`config.mk`:
```
export PLATFORM = sky130hd
export DESIGN_NAME = qs_dma_top
export DESIGN_NICKNAME = d
export VERILOG_FILES = /design/src/common/qs_pkg.sv /design/src/hw/wb_regs.sv /design/src/dma/sdram_fetch.sv /design/src/sorter/qs_sorter.sv /design/src/hw/qs_dma_top.sv
export VERILOG_INCLUDE_DIRS = /design/src /design/src/common
export SDC_FILE = /design/constraint.sdc
export NUM_CORES = 2
export LEC_CHECK = 0
export BUFFER_PORTS_ARGS = -buffer_cell sky130_fd_sc_hd__clkbuf_2
export CAP_MARGIN = 20
export CORE_AREA = 2 2 277 307
export DETAILED_ROUTE_END_ITERATION = 10
export DIE_AREA = 0 0 279 309
export PLACE_DENSITY = 0.66
export SLEW_MARGIN = 5
export SYNTH_ARGS = -nofsm -noshare
export SYNTH_HDL_FRONTEND = slang
export SYNTH_HIERARCHICAL = 1
export SYNTH_SLANG_ARGS = --single-unit
```
`constraint.sdc`:
```
create_clock -name wb_clk_i -period 12.1 [get_ports wb_clk_i]
set_input_delay 0.605 -clock wb_clk_i [delete_from_list [all_inputs] [get_ports wb_clk_i]]
set_output_delay 0.605 -clock wb_clk_i [all_outputs]
set_load 0.02 [all_outputs]
```
`src/common/qs_params.svh`:
```
`ifndef QS_PARAMS_SVH
`define QS_PARAMS_SVH

`define QS_DATA_W          32
`define QS_ADDR_W          23
`define QS_NUM_ELEMS       10
`define QS_ADDR_STEP       4    // bytes per sdram word

// wishbone offsets within the low address byte
`define QS_REG_STATUS      8'h00
`define QS_REG_BASE        8'h04
`define QS_REG_RESULT0     8'h0C
`define QS_REG_RESULT9     8'h30

`define QS_STATUS_IDLE_BIT 2
`define QS_STATUS_DONE_BIT 1

`define QS_BASE_RESET      23'h000000

`endif

```
`src/common/qs_pkg.sv`:
```
`include "qs_params.svh"

package qs_pkg;

    typedef logic signed [`QS_DATA_W-1:0] qs_data_t;
    typedef logic [`QS_ADDR_W-1:0]        sdram_addr_t;
    typedef logic [3:0]                   elem_idx_t;

    // register map with results at a 4 byte stride
    typedef enum logic [7:0] {
        REG_STATUS  = `QS_REG_STATUS,
        REG_BASE    = `QS_REG_BASE,
        REG_RESULT0 = `QS_REG_RESULT0,
        REG_RESULT1 = 8'h10,
        REG_RESULT2 = 8'h14,
        REG_RESULT3 = 8'h18,
        REG_RESULT4 = 8'h1C,
        REG_RESULT5 = 8'h20,
        REG_RESULT6 = 8'h24,
        REG_RESULT7 = 8'h28,
        REG_RESULT8 = 8'h2C,
        REG_RESULT9 = `QS_REG_RESULT9
    } reg_addr_e;

    typedef enum logic [1:0] {CTRL_IDLE, CTRL_ARMED, CTRL_BUSY, CTRL_DONE} ctrl_state_e;

    typedef enum logic [1:0] {FETCH_IDLE, FETCH_REQ, FETCH_WAIT_EMPTY, FETCH_DONE} fetch_state_e;

    typedef enum logic [1:0] {SORT_LOAD, SORT_DRAIN, SORT_DONE} sort_state_e;

endpackage

```
`src/hw/wb_regs.sv`:
```
`timescale 1ns/1ps
`include "qs_params.svh"

module wb_regs (
    input  logic                wb_clk_i,
    input  logic                wb_rst_i,

    input  logic                wbs_stb_i,
    input  logic                wbs_cyc_i,
    input  logic                wbs_we_i,
    input  logic [3:0]          wbs_sel_i,
    input  logic [31:0]         wbs_adr_i,
    input  logic [31:0]         wbs_dat_i,
    output logic                wbs_ack_o,
    output logic [31:0]         wbs_dat_o,

    output logic                run_start_o,
    output qs_pkg::sdram_addr_t base_addr_o,

    input  logic                res_valid_i,
    input  qs_pkg::qs_data_t    res_data_i,
    output logic                res_ready_o
);
    import qs_pkg::*;

    ctrl_state_e state;
    logic        wb_req;
    logic        wb_wr;
    logic [7:0]  adr_lo;
    logic [7:0]  res_off;
    logic        res_hit;
    elem_idx_t   res_idx;
    logic [31:0] rd_data;
    sdram_addr_t base_wdata;
    logic        start_wr;
    logic        res_xfer;
    elem_idx_t   res_cnt;
    qs_data_t    res_buf [`QS_NUM_ELEMS];

    assign wb_req = wbs_stb_i && wbs_cyc_i && !wbs_ack_o;  // stb still high during ack
    assign wb_wr  = wb_req && wbs_we_i;
    assign adr_lo = wbs_adr_i[7:0];

    assign res_off = adr_lo - REG_RESULT0;
    assign res_idx = res_off[5:2];
    assign res_hit = (adr_lo >= REG_RESULT0) && (adr_lo <= REG_RESULT9)
                     && (adr_lo[1:0] == 2'b00);

    // byte lanes 0..2 carry the 23 bit address
    assign base_wdata = {wbs_sel_i[2] ? wbs_dat_i[22:16] : base_addr_o[22:16],
                         wbs_sel_i[1] ? wbs_dat_i[15:8]  : base_addr_o[15:8],
                         wbs_sel_i[0] ? wbs_dat_i[7:0]   : base_addr_o[7:0]};

    assign start_wr = wb_wr && (adr_lo == REG_STATUS) && wbs_sel_i[0] && wbs_dat_i[0];

    assign res_ready_o = (state == CTRL_BUSY);
    assign res_xfer    = res_valid_i && res_ready_o;

    always_comb begin
        rd_data = '0;
        if (adr_lo == REG_STATUS) begin
            case (state)
                CTRL_IDLE, CTRL_ARMED: rd_data[`QS_STATUS_IDLE_BIT] = 1'b1;
                CTRL_DONE:             rd_data[`QS_STATUS_DONE_BIT] = 1'b1;
                default:               rd_data = '0;  // busy reads as zero
            endcase
        end else if (adr_lo == REG_BASE) begin
            rd_data = 32'(base_addr_o);
        end else if (res_hit && state == CTRL_DONE) begin
            rd_data = res_buf[res_idx];
        end
    end

    always_ff @(posedge wb_clk_i) begin
        if (wb_rst_i) begin
            state       <= CTRL_IDLE;
            wbs_ack_o   <= 1'b0;
            run_start_o <= 1'b0;
            res_cnt     <= '0;
            base_addr_o <= `QS_BASE_RESET;
        end else begin
            wbs_ack_o   <= wb_req;
            run_start_o <= 1'b0;
            case (state)
                CTRL_IDLE, CTRL_ARMED: begin
                    if (wb_wr && adr_lo == REG_BASE) begin
                        base_addr_o <= base_wdata;
                        state       <= CTRL_ARMED;
                    end else if (start_wr && state == CTRL_ARMED) begin
                        run_start_o <= 1'b1;
                        res_cnt     <= '0;
                        state       <= CTRL_BUSY;
                    end
                end
                CTRL_BUSY: begin
                    if (res_xfer) begin
                        res_cnt <= res_cnt + 1'b1;
                        if (res_cnt == elem_idx_t'(`QS_NUM_ELEMS - 1))
                            state <= CTRL_DONE;
                    end
                end
                CTRL_DONE: state <= CTRL_DONE;  // held until reset
            endcase
        end
    end

    always_ff @(posedge wb_clk_i) begin
        if (wb_req && !wbs_we_i)
            wbs_dat_o <= rd_data;
        if (res_xfer) begin  // oldest result ends up in entry 0
            for (int i = 0; i < `QS_NUM_ELEMS - 1; i++)
                res_buf[i] <= res_buf[i+1];
            res_buf[`QS_NUM_ELEMS-1] <= res_data_i;
        end
    end

endmodule

```
`src/dma/sdram_fetch.sv`:
```
`timescale 1ns/1ps
`include "qs_params.svh"

module sdram_fetch (
    input  logic                  wb_clk_i,
    input  logic                  wb_rst_i,

    input  logic                  run_start_i,
    input  qs_pkg::sdram_addr_t   base_addr_i,

    output qs_pkg::sdram_addr_t   sdram_addr_o,
    output logic                  sdram_req_valid_o,
    input  logic                  sdram_busy_i,
    input  logic [`QS_DATA_W-1:0] sdram_rdata_i,
    input  logic                  sdram_rdata_valid_i,

    output logic                  elem_valid_o,
    output qs_pkg::qs_data_t      elem_data_o,
    input  logic                  elem_ready_i
);
    import qs_pkg::*;

    fetch_state_e state;
    elem_idx_t    word_cnt;
    logic         buf_free;
    logic         rd_ret;

    // buffer empty now or drained at this edge
    assign buf_free = !elem_valid_o || elem_ready_i;
    assign rd_ret   = (state == FETCH_REQ) && sdram_rdata_valid_i;

    always_ff @(posedge wb_clk_i) begin
        if (wb_rst_i) begin
            state             <= FETCH_IDLE;
            sdram_req_valid_o <= 1'b0;
            elem_valid_o      <= 1'b0;
            word_cnt          <= '0;
        end else begin
            if (elem_valid_o && elem_ready_i)
                elem_valid_o <= 1'b0;

            case (state)
                FETCH_IDLE: begin
                    if (run_start_i) begin
                        sdram_req_valid_o <= 1'b1;
                        word_cnt          <= '0;
                        state             <= FETCH_REQ;
                    end
                end
                FETCH_REQ: begin
                    // request taken once busy is low
                    if (sdram_req_valid_o && !sdram_busy_i)
                        sdram_req_valid_o <= 1'b0;
                    if (sdram_rdata_valid_i) begin
                        elem_valid_o <= 1'b1;
                        word_cnt     <= word_cnt + 1'b1;
                        if (word_cnt == elem_idx_t'(`QS_NUM_ELEMS - 1))
                            state <= FETCH_DONE;
                        else
                            state <= FETCH_WAIT_EMPTY;
                    end
                end
                FETCH_WAIT_EMPTY: begin
                    if (buf_free) begin
                        sdram_req_valid_o <= 1'b1;
                        state             <= FETCH_REQ;
                    end
                end
                FETCH_DONE: state <= FETCH_DONE;  // last word may still drain
            endcase
        end
    end

    // address and prefetch word
    always_ff @(posedge wb_clk_i) begin
        if (state == FETCH_IDLE && run_start_i)
            sdram_addr_o <= base_addr_i;
        else if (rd_ret)
            sdram_addr_o <= sdram_addr_o + sdram_addr_t'(`QS_ADDR_STEP);

        if (rd_ret)
            elem_data_o <= sdram_rdata_i;
    end

endmodule

```
`src/sorter/qs_sorter.sv`:
```
`timescale 1ns/1ps
`include "qs_params.svh"

module qs_sorter (
    input  logic             wb_clk_i,
    input  logic             wb_rst_i,

    input  logic             run_start_i,

    input  logic             in_valid_i,
    input  qs_pkg::qs_data_t in_data_i,
    output logic             in_ready_o,

    output logic             out_valid_o,
    output qs_pkg::qs_data_t out_data_o,
    input  logic             out_ready_i
);
    import qs_pkg::*;

    sort_state_e              state;
    elem_idx_t                load_cnt;
    elem_idx_t                out_idx;
    logic                     in_xfer;
    logic                     out_xfer;
    logic [`QS_NUM_ELEMS-1:0] gt;
    qs_data_t                 arr     [`QS_NUM_ELEMS];
    qs_data_t                 ins_arr [`QS_NUM_ELEMS];

    assign in_ready_o  = (state == SORT_LOAD);
    assign in_xfer     = in_valid_i && in_ready_o;
    assign out_valid_o = (state == SORT_DRAIN);
    assign out_xfer    = out_valid_o && out_ready_i;
    assign out_data_o  = arr[out_idx];

    // one-cycle insertion moves entries above the new word up by one
    always_comb begin
        for (int i = 0; i < `QS_NUM_ELEMS; i++)
            gt[i] = (elem_idx_t'(i) < load_cnt) && (arr[i] > in_data_i);

        if (gt[0] || load_cnt == '0)
            ins_arr[0] = in_data_i;
        else
            ins_arr[0] = arr[0];

        for (int i = 1; i < `QS_NUM_ELEMS; i++) begin
            if (gt[i-1])
                ins_arr[i] = arr[i-1];
            else if (gt[i] || load_cnt == elem_idx_t'(i))
                ins_arr[i] = in_data_i;  // first slot above all smaller or equal
            else
                ins_arr[i] = arr[i];
        end
    end

    always_ff @(posedge wb_clk_i) begin
        if (wb_rst_i) begin
            state    <= SORT_DONE;  // waits for a start
            load_cnt <= '0;
            out_idx  <= '0;
        end else if (run_start_i) begin
            state    <= SORT_LOAD;
            load_cnt <= '0;
        end else begin
            case (state)
                SORT_LOAD: begin
                    if (in_xfer) begin
                        load_cnt <= load_cnt + 1'b1;
                        if (load_cnt == elem_idx_t'(`QS_NUM_ELEMS - 1)) begin
                            state   <= SORT_DRAIN;
                            out_idx <= '0;
                        end
                    end
                end
                SORT_DRAIN: begin
                    if (out_xfer) begin
                        out_idx <= out_idx + 1'b1;
                        if (out_idx == elem_idx_t'(`QS_NUM_ELEMS - 1))
                            state <= SORT_DONE;
                    end
                end
                SORT_DONE: state <= SORT_DONE;
            endcase
        end
    end

    always_ff @(posedge wb_clk_i) begin
        if (in_xfer) begin
            for (int i = 0; i < `QS_NUM_ELEMS; i++)
                arr[i] <= ins_arr[i];
        end
    end

endmodule

```
`src/hw/qs_dma_top.sv`:
```
`timescale 1ns/1ps
`include "qs_params.svh"

module qs_dma_top (
    input  logic                    wb_clk_i,
    input  logic                    wb_rst_i,

    // wishbone slave
    input  logic                    wbs_stb_i,
    input  logic                    wbs_cyc_i,
    input  logic                    wbs_we_i,
    input  logic [3:0]              wbs_sel_i,
    input  logic [31:0]             wbs_adr_i,
    input  logic [31:0]             wbs_dat_i,
    output logic                    wbs_ack_o,
    output logic [31:0]             wbs_dat_o,

    // sdram controller read port
    output qs_pkg::sdram_addr_t     sdram_addr_o,
    output logic                    sdram_req_valid_o,
    input  logic                    sdram_busy_i,
    input  logic [`QS_DATA_W-1:0]   sdram_rdata_i,
    input  logic                    sdram_rdata_valid_i
);
    import qs_pkg::*;

    logic        run_start;
    sdram_addr_t base_addr;

    logic        in_valid;     // fetcher -> sorter
    qs_data_t    in_data;
    logic        in_ready;

    logic        out_valid;    // sorter -> result buffer
    qs_data_t    out_data;
    logic        out_ready;

    wb_regs wb_regs_i (
        .wb_clk_i    (wb_clk_i),
        .wb_rst_i    (wb_rst_i),
        .wbs_stb_i   (wbs_stb_i),
        .wbs_cyc_i   (wbs_cyc_i),
        .wbs_we_i    (wbs_we_i),
        .wbs_sel_i   (wbs_sel_i),
        .wbs_adr_i   (wbs_adr_i),
        .wbs_dat_i   (wbs_dat_i),
        .wbs_ack_o   (wbs_ack_o),
        .wbs_dat_o   (wbs_dat_o),
        .run_start_o (run_start),
        .base_addr_o (base_addr),
        .res_valid_i (out_valid),
        .res_data_i  (out_data),
        .res_ready_o (out_ready)
    );

    sdram_fetch sdram_fetch_i (
        .wb_clk_i            (wb_clk_i),
        .wb_rst_i            (wb_rst_i),
        .run_start_i         (run_start),
        .base_addr_i         (base_addr),
        .sdram_addr_o        (sdram_addr_o),
        .sdram_req_valid_o   (sdram_req_valid_o),
        .sdram_busy_i        (sdram_busy_i),
        .sdram_rdata_i       (sdram_rdata_i),
        .sdram_rdata_valid_i (sdram_rdata_valid_i),
        .elem_valid_o        (in_valid),
        .elem_data_o         (in_data),
        .elem_ready_i        (in_ready)
    );

    qs_sorter qs_sorter_i (
        .wb_clk_i    (wb_clk_i),
        .wb_rst_i    (wb_rst_i),
        .run_start_i (run_start),
        .in_valid_i  (in_valid),
        .in_data_i   (in_data),
        .in_ready_o  (in_ready),
        .out_valid_o (out_valid),
        .out_data_o  (out_data),
        .out_ready_i (out_ready)
    );

endmodule

```
# --- Word level (Yosys, flattened, before mapping) ---
# Memories as Yosys holds them, arrays and structs flattened. A register that Yosys moved wholly into a read port is not among the register bits.
# Cells that the tools add are included.
classes:
  add_sub_neg: 6
  n_lt_le_gt_ge: 22
  eq_ne: 38
  muxes: 67
  bitwise: 3
  reduce_logical: 71
op_table:
  columns: ["operator", "n"]
  rows:
  - ["$mux 32", 19]
  - ["$gt 32x32->1", 10]
  - ["$mux 23", 4]
  - ["$mux 4", 10]
  - ["$logic_and 1x1->1", 27]
  - ["$mux 2", 12]
  - ["$pmux 4 s2", 3]
  - ["$add 23x3->23 const B", 1]
  - ["$eq 4x4->1 const B", 5]
  - ["$ne 2x2->1 const B", 10]
  - ["$reduce_and 3->1", 6]
  - ["$add 4x1->4 const B", 4]
  - ["$eq 4x3->1 const B", 4]
  - ["$lt 3x4->1 const A", 4]
  - ["$reduce_and 5->1", 3]
  - ["$mux 1", 14]
  - ["$ne 3x3->1 const B", 4]
  - ["$pmux 2 s3", 2]
  - ["$logic_or 1x1->1", 11]
  - ["$eq 2x2->1 const B", 5]
  - ["$eq 4x2->1 const B", 2]
  - ["$eq 8x3->1 const B", 1]
  - ["$ge 8x4->1 const B", 1]
  - ["$le 8x6->1 const B", 1]
  - ["23 further kinds", 44]
word_totals:
  reg_bits: 136
  mem_bits_rw: 640
  in_bits: 107
  out_inout_bits: 57
  memories: 2
memory_table:
  columns: ["name", "words", "width", "read_ports", "rd_ports_with_merged_regs", "wr", "line_no", "text"]
  rows:
  - ["qs_sorter_i.arr", 10, 32, 11, 1, 10, "qs_sorter.sv:26", "qs_data_t arr [`QS_NUM_ELEMS];"]
  - ["wb_regs_i.res_buf", 10, 32, 10, 0, 10, "wb_regs.sv:38", "qs_data_t res_buf [`QS_NUM_ELEMS];"]

# --- Depth between registers and ports, before layout ---
logic_depth:
  depth_word: 10
  mapped_depth: 11
  depth_no_buf: 9

# --- By module ---
# The synthesis kept the hierarchy.
by_module_without_submodules:
  columns: ["module", "instances", "cells_each", "area_each_um2", "seq_area_each_um2"]
  rows:
  - ["qs_sorter", 1, 1886, 23670.2, 9889.5]
  - ["wb_regs", 1, 793, 14866.8, 11190.7]
  - ["sdram_fetch", 1, 211, 2673.8, 1811.7]

# --- Worst setup path after synthesis ---
# Ideal clock, no wire load.
synth_timing:
  kind: "flip-flop to flip-flop"
  startpoint: "register wb_regs_i.state[1]"
  endpoint: "register wb_regs_i.res_cnt[1]"
  arrival_ps: 8320
  t_required_ps: 12026
  slack_ps: 3706
  stages_incl_launch_ff: 9
  n_path_buf: 1
  cell_sequence: "dfxtp_1 -> buf_2 -> nand2b_1 -> inv_1 -> nand2_1 -> inv_1 -> a21oi_1 -> or3_1 -> a21oi_1"
synth_between:
  elab_chain_len: 4
  elab_cells_between_ends: 12
synth_rtl:
  columns: ["item", "line_no", "text"]
  rows:
  - ["from (decl)", "wb_regs.sv:26", "ctrl_state_e state;"]
  - ["from (signal assigned)", "wb_regs.sv:76", "state <= CTRL_IDLE;"]
  - ["from (signal assigned)", "wb_regs.sv:88", "state <= CTRL_ARMED;"]
  - ["from (signal assigned)", "wb_regs.sv:92", "state <= CTRL_BUSY;"]
  - ["$eq 2x2->1", "wb_regs.sv:56", "assign res_ready_o = (state == CTRL_BUSY);"]
  - ["net out_ready", "qs_dma_top.sv:36", "logic out_ready;"]
  - ["$logic_and 1x1->1", "wb_regs.sv:57", "assign res_xfer = res_valid_i && res_ready_o;"]
  - ["net wb_regs_i.res_xfer", "wb_regs.sv:36", "logic res_xfer;"]
  - ["$ne 2x2->1 (no line)", null, null]
  - ["$reduce_and 4->1 (no line)", null, null]
  - ["to (signal assigned)", "wb_regs.sv:97", "res_cnt <= res_cnt + 1'b1;"]
  - ["to (decl)", "wb_regs.sv:37", "elem_idx_t res_cnt;"]
# The timed path passes the listed nets, and every way through them passes these cells.
# A chain may end at the register's enable or synchronous reset.

==> qor.yml <==
outcome: "complete, no violations"
syn-num-nets: 3333
drt_wl_total_um: 110000
tightest_slew_ns: 1.15
drc_errors: 0
final_common_cell: "edfxtp_1"
synth_top_area_cell: "edfxtp_1"
drive_above_1_share_pct: 23.4
cts_buffers: 86
power_density_nw_per_um2: 122
syn-cell-area_um2: 41200
area_growth_syn_to_layout_pct: 11.1
busiest_layer: "met2"
async_reset_ff_share_pct: 0
gp_congestion: 0.962
cts_max_path_buffers: 3
worstPathRequired_ns: 12.40
min_to: "sdram_fetch_i/elem_data_o[8]$_DFFE_PP_"
dieArea_um2: 86200
io_buffers: 129
whs_ns: 0.117
r2r_slack_ns: 6.33
via_per_inst: 6.33
layout_common_cells: "edfxtp_1 (727), ha_1 (335), mux2_2 (229), a21oi_1 (211), nand2_1 (184)"
crit_chain: "inv_1, ha_1, nand4_1, nor4_1, a21boi_0, o41ai_1, o311ai_0, mux2i_4, buf_4, o31a_2, buf_4"
grt_pass1_wl_um: 164000
synth.distinct_cells: 85
r2r_cells: 11
layout.nets: 3468
cp-end-kind: "register"
yosysSeqAreaShare_pct: 55.5
synth.avg_cell_area_um2: 14.3
start_util_pct: 49.7
crit_fanout: 18
maxCapViolations: 0
fp.dieW_um: 279
clkSlewWorstSetupHoldPaths_ns: 0.06
boundaryPins: 164
path_class: "register to register"
hp-class: "input pin to register"
critPathMostFrequentCell: "buf_4"
design.core.area_um2: 82900
place_hpwl_um: 77600
fin_tns_setup_ns: 0
grt_pass1_vias: 26600
irDropWorstVdd_mv: 0.119
wl_per_cell_um: 26.4
timing.fmax_ghz: 0.173
cts_resized: 0
post_cts_buffers: 0
grt_max_degree: 157
fillers: 6703
grt-ovfl-total: 0
cts-root-buf: "clkbuf_16"
num_rows: 111
ant_nets: 0
track_usage_pct: 25.2
synth-edff-count: 727
antenna_found_initial: 3
post-route-util_pct: 55.2
holdPathStages: 1
met2_usage_pct: 43.2
r2r_end: "qs_sorter_i/arr[1][20]$_DFFE_PP_"
crit_arrival_ns: 6.07
cts_sinks: 780
drtPass1Iterations: 5
maxSlewViolCount: 0
r2r_start: "sdram_fetch_i/elem_data_o[15]$_DFFE_PP_"
fp.dieH_um: 309
synth_warnings: 6
period_share_pct: 47.7
crit_start: "sdram_fetch_i/elem_data_o[15]$_DFFE_PP_"
met3_usage_pct: 3.29
yosysTopAreaCellShare_pct: 53.0
setup_viol_count_final: 0
cpPeakStageDelay_ns: 0.80
synth_seq_cells: 780
maxSlewHeadroom_pct: 23.4
synth_area_leaders: "edfxtp_1 (53%), ha_1 (10%), mux4_2 (6.4%), mux2_2 (6.3%), a21oi_1 (2.6%)"
drt-initial-drc-count: 2253
fin_worst_skew_ns: 0.0395
rsz0062_at_grt: "no"
vias: 26400
startpoint_type: "register"
htreeDepth: 3
syn_inst: 2890
leakagePower_nw: 15.9
critPathSlowestCell: "mux2i_4"
ys.flop_type: "edfxtp_1"
hp-start: "sdram_rdata_i[8]"
cts_tree: "yes"
final_hold_viol_count: 0
hold_buffers: 0
layout_min_cycle_time_ns: 5.77
use_met1_pct: 32.3
worstSkewPairLatency_ns: 0.66
## synth_stat cells (9+ instances only)
cell	number
mux2_4	28
mux2i_1	70
buf_1	14
ha_1	336
o22ai_1	22
edfxtp_1	727
nor3b_1	9
nand2_1	184
o21ai_1	18
nor3_1	26
and4_1	16
clkbuf_1	69
mux2_2	229
inv_1	67
o21ai_0	107
mux4_2	117
a21oi_1	212
dfxtp_1	53
buf_2	19
xnor2_1	11
nand4_1	69
and2_1	11
mux4_1	11
a211o_1	24
a21oi_2	16
o211ai_1	16
nand3_1	40
nor4_1	15
nor2_1	52
xor2_1	11
a31oi_1	10
nor2b_1	52
a211oi_1	60
a221oi_1	9
buf_4	9
a21o_1	16
## routing by layer
layer  vias to the layer above  share of wire (%)
li1                      11800                  -
met4                         2                4.2
met2                      1007                 49
met5                         -              0.012
met3                       246                5.9
met1                     13300                 41
## critical path: cells and delay by family (launching register included)
family | cells | cell delay, ns
multiplexers | 1 | 0.80
adder cells (fa/ha/maj) | 1 | 0.40
flip-flops | 1 | 0.63
AO/OA/AOI/OAI | 4 | 1.33
buffers and inverters | 3 | 1.22
AND/OR/NAND/NOR | 2 | 0.98
## stage by stage
stage	std cells	setup WS [ns]	total power [mW]	cell area, µm²
after floorplan	2890	3.71	3.06	41200
after global placement	4007	6.50	3.09	43000
after detailed placement	4010	6.36	3.10	43000
after CTS	4170	6.33	5.64	45800
after global routing	4171	6.08	5.74	45800
final	4171	6.33	5.58	45800
## how the worst max path moves through the flow
stage	end	slack [ns]	cells past startpoint
after global placement	qs_sorter_i/arr[1][26]$_DFFE_PP_	6.50	11
after detailed placement	qs_sorter_i/arr[1][26]$_DFFE_PP_	6.36	11
after CTS	qs_sorter_i/arr[1][20]$_DFFE_PP_	6.33	11
final	qs_sorter_i/arr[1][20]$_DFFE_PP_	6.33	11
after global routing	qs_sorter_i/arr[1][20]$_DFFE_PP_	6.08	11
after floorplan	wb_regs_i/res_cnt[1]$_SDFFE_PP0P_	3.71	8
## final cells by class
| type | count | area (µm²) | area share (%) |
|---|---|---|---|
| tap | 1073 | 1340 | 2.93 |
| clock buffer | 121 | 2370 | 5.18 |
| antenna | 1 | 2.50 | 0.00546 |
| multi-input combinational | 1918 | 17600 | 38.4 |
| sequential | 780 | 22900 | 50.0 |
| clock inverter | 39 | 375 | 0.820 |
| timing repair buffer | 169 | 967 | 2.11 |
| inverter | 70 | 270 | 0.590 |
## kinds of logic after synthesis
kind of cell               count (synthesis)  synth area share (%)
adders and majority gates                336                  10.2
AOI/OAI and AO/OA                        573                  8.67
muxes                                    455                  16.1
and+or+nand+nor                          531                  6.81
xor gates and xnor gates                  23                 0.534
buffers and inverters                    192                  2.16
DFF                                      780                  55.5
## registers in the layout, summed over array words and instances (netlist names), named ones only
name,count
qs_sorter_i/arr,320
wb_regs_i/res_buf,320
sdram_fetch_i/elem_data_o,32
wb_regs_i/wbs_dat_o,32
sdram_fetch_i/sdram_addr_o,23
wb_regs_i/base_addr_o,23
qs_sorter_i/load_cnt,4
qs_sorter_i/out_idx,4
sdram_fetch_i/word_cnt,4
wb_regs_i/res_cnt,4
qs_sorter_i/state,2
sdram_fetch_i/state,2
wb_regs_i/state,2
sdram_fetch_i/elem_valid_o,1
sdram_fetch_i/sdram_req_valid_o,1
wb_regs_i/run_start_o,1
wb_regs_i/wbs_ack_o,1
## power breakdown
group	internal, mW	total (mW)	switching (mW)	leakage [nW]
Sequential	2.91	2.91	0.00117	6.96
Combinational	0.0583	0.128	0.0693	7.57
Clock	1.45	2.54	1.10	1.32
(Power assumes the default switching activity.)
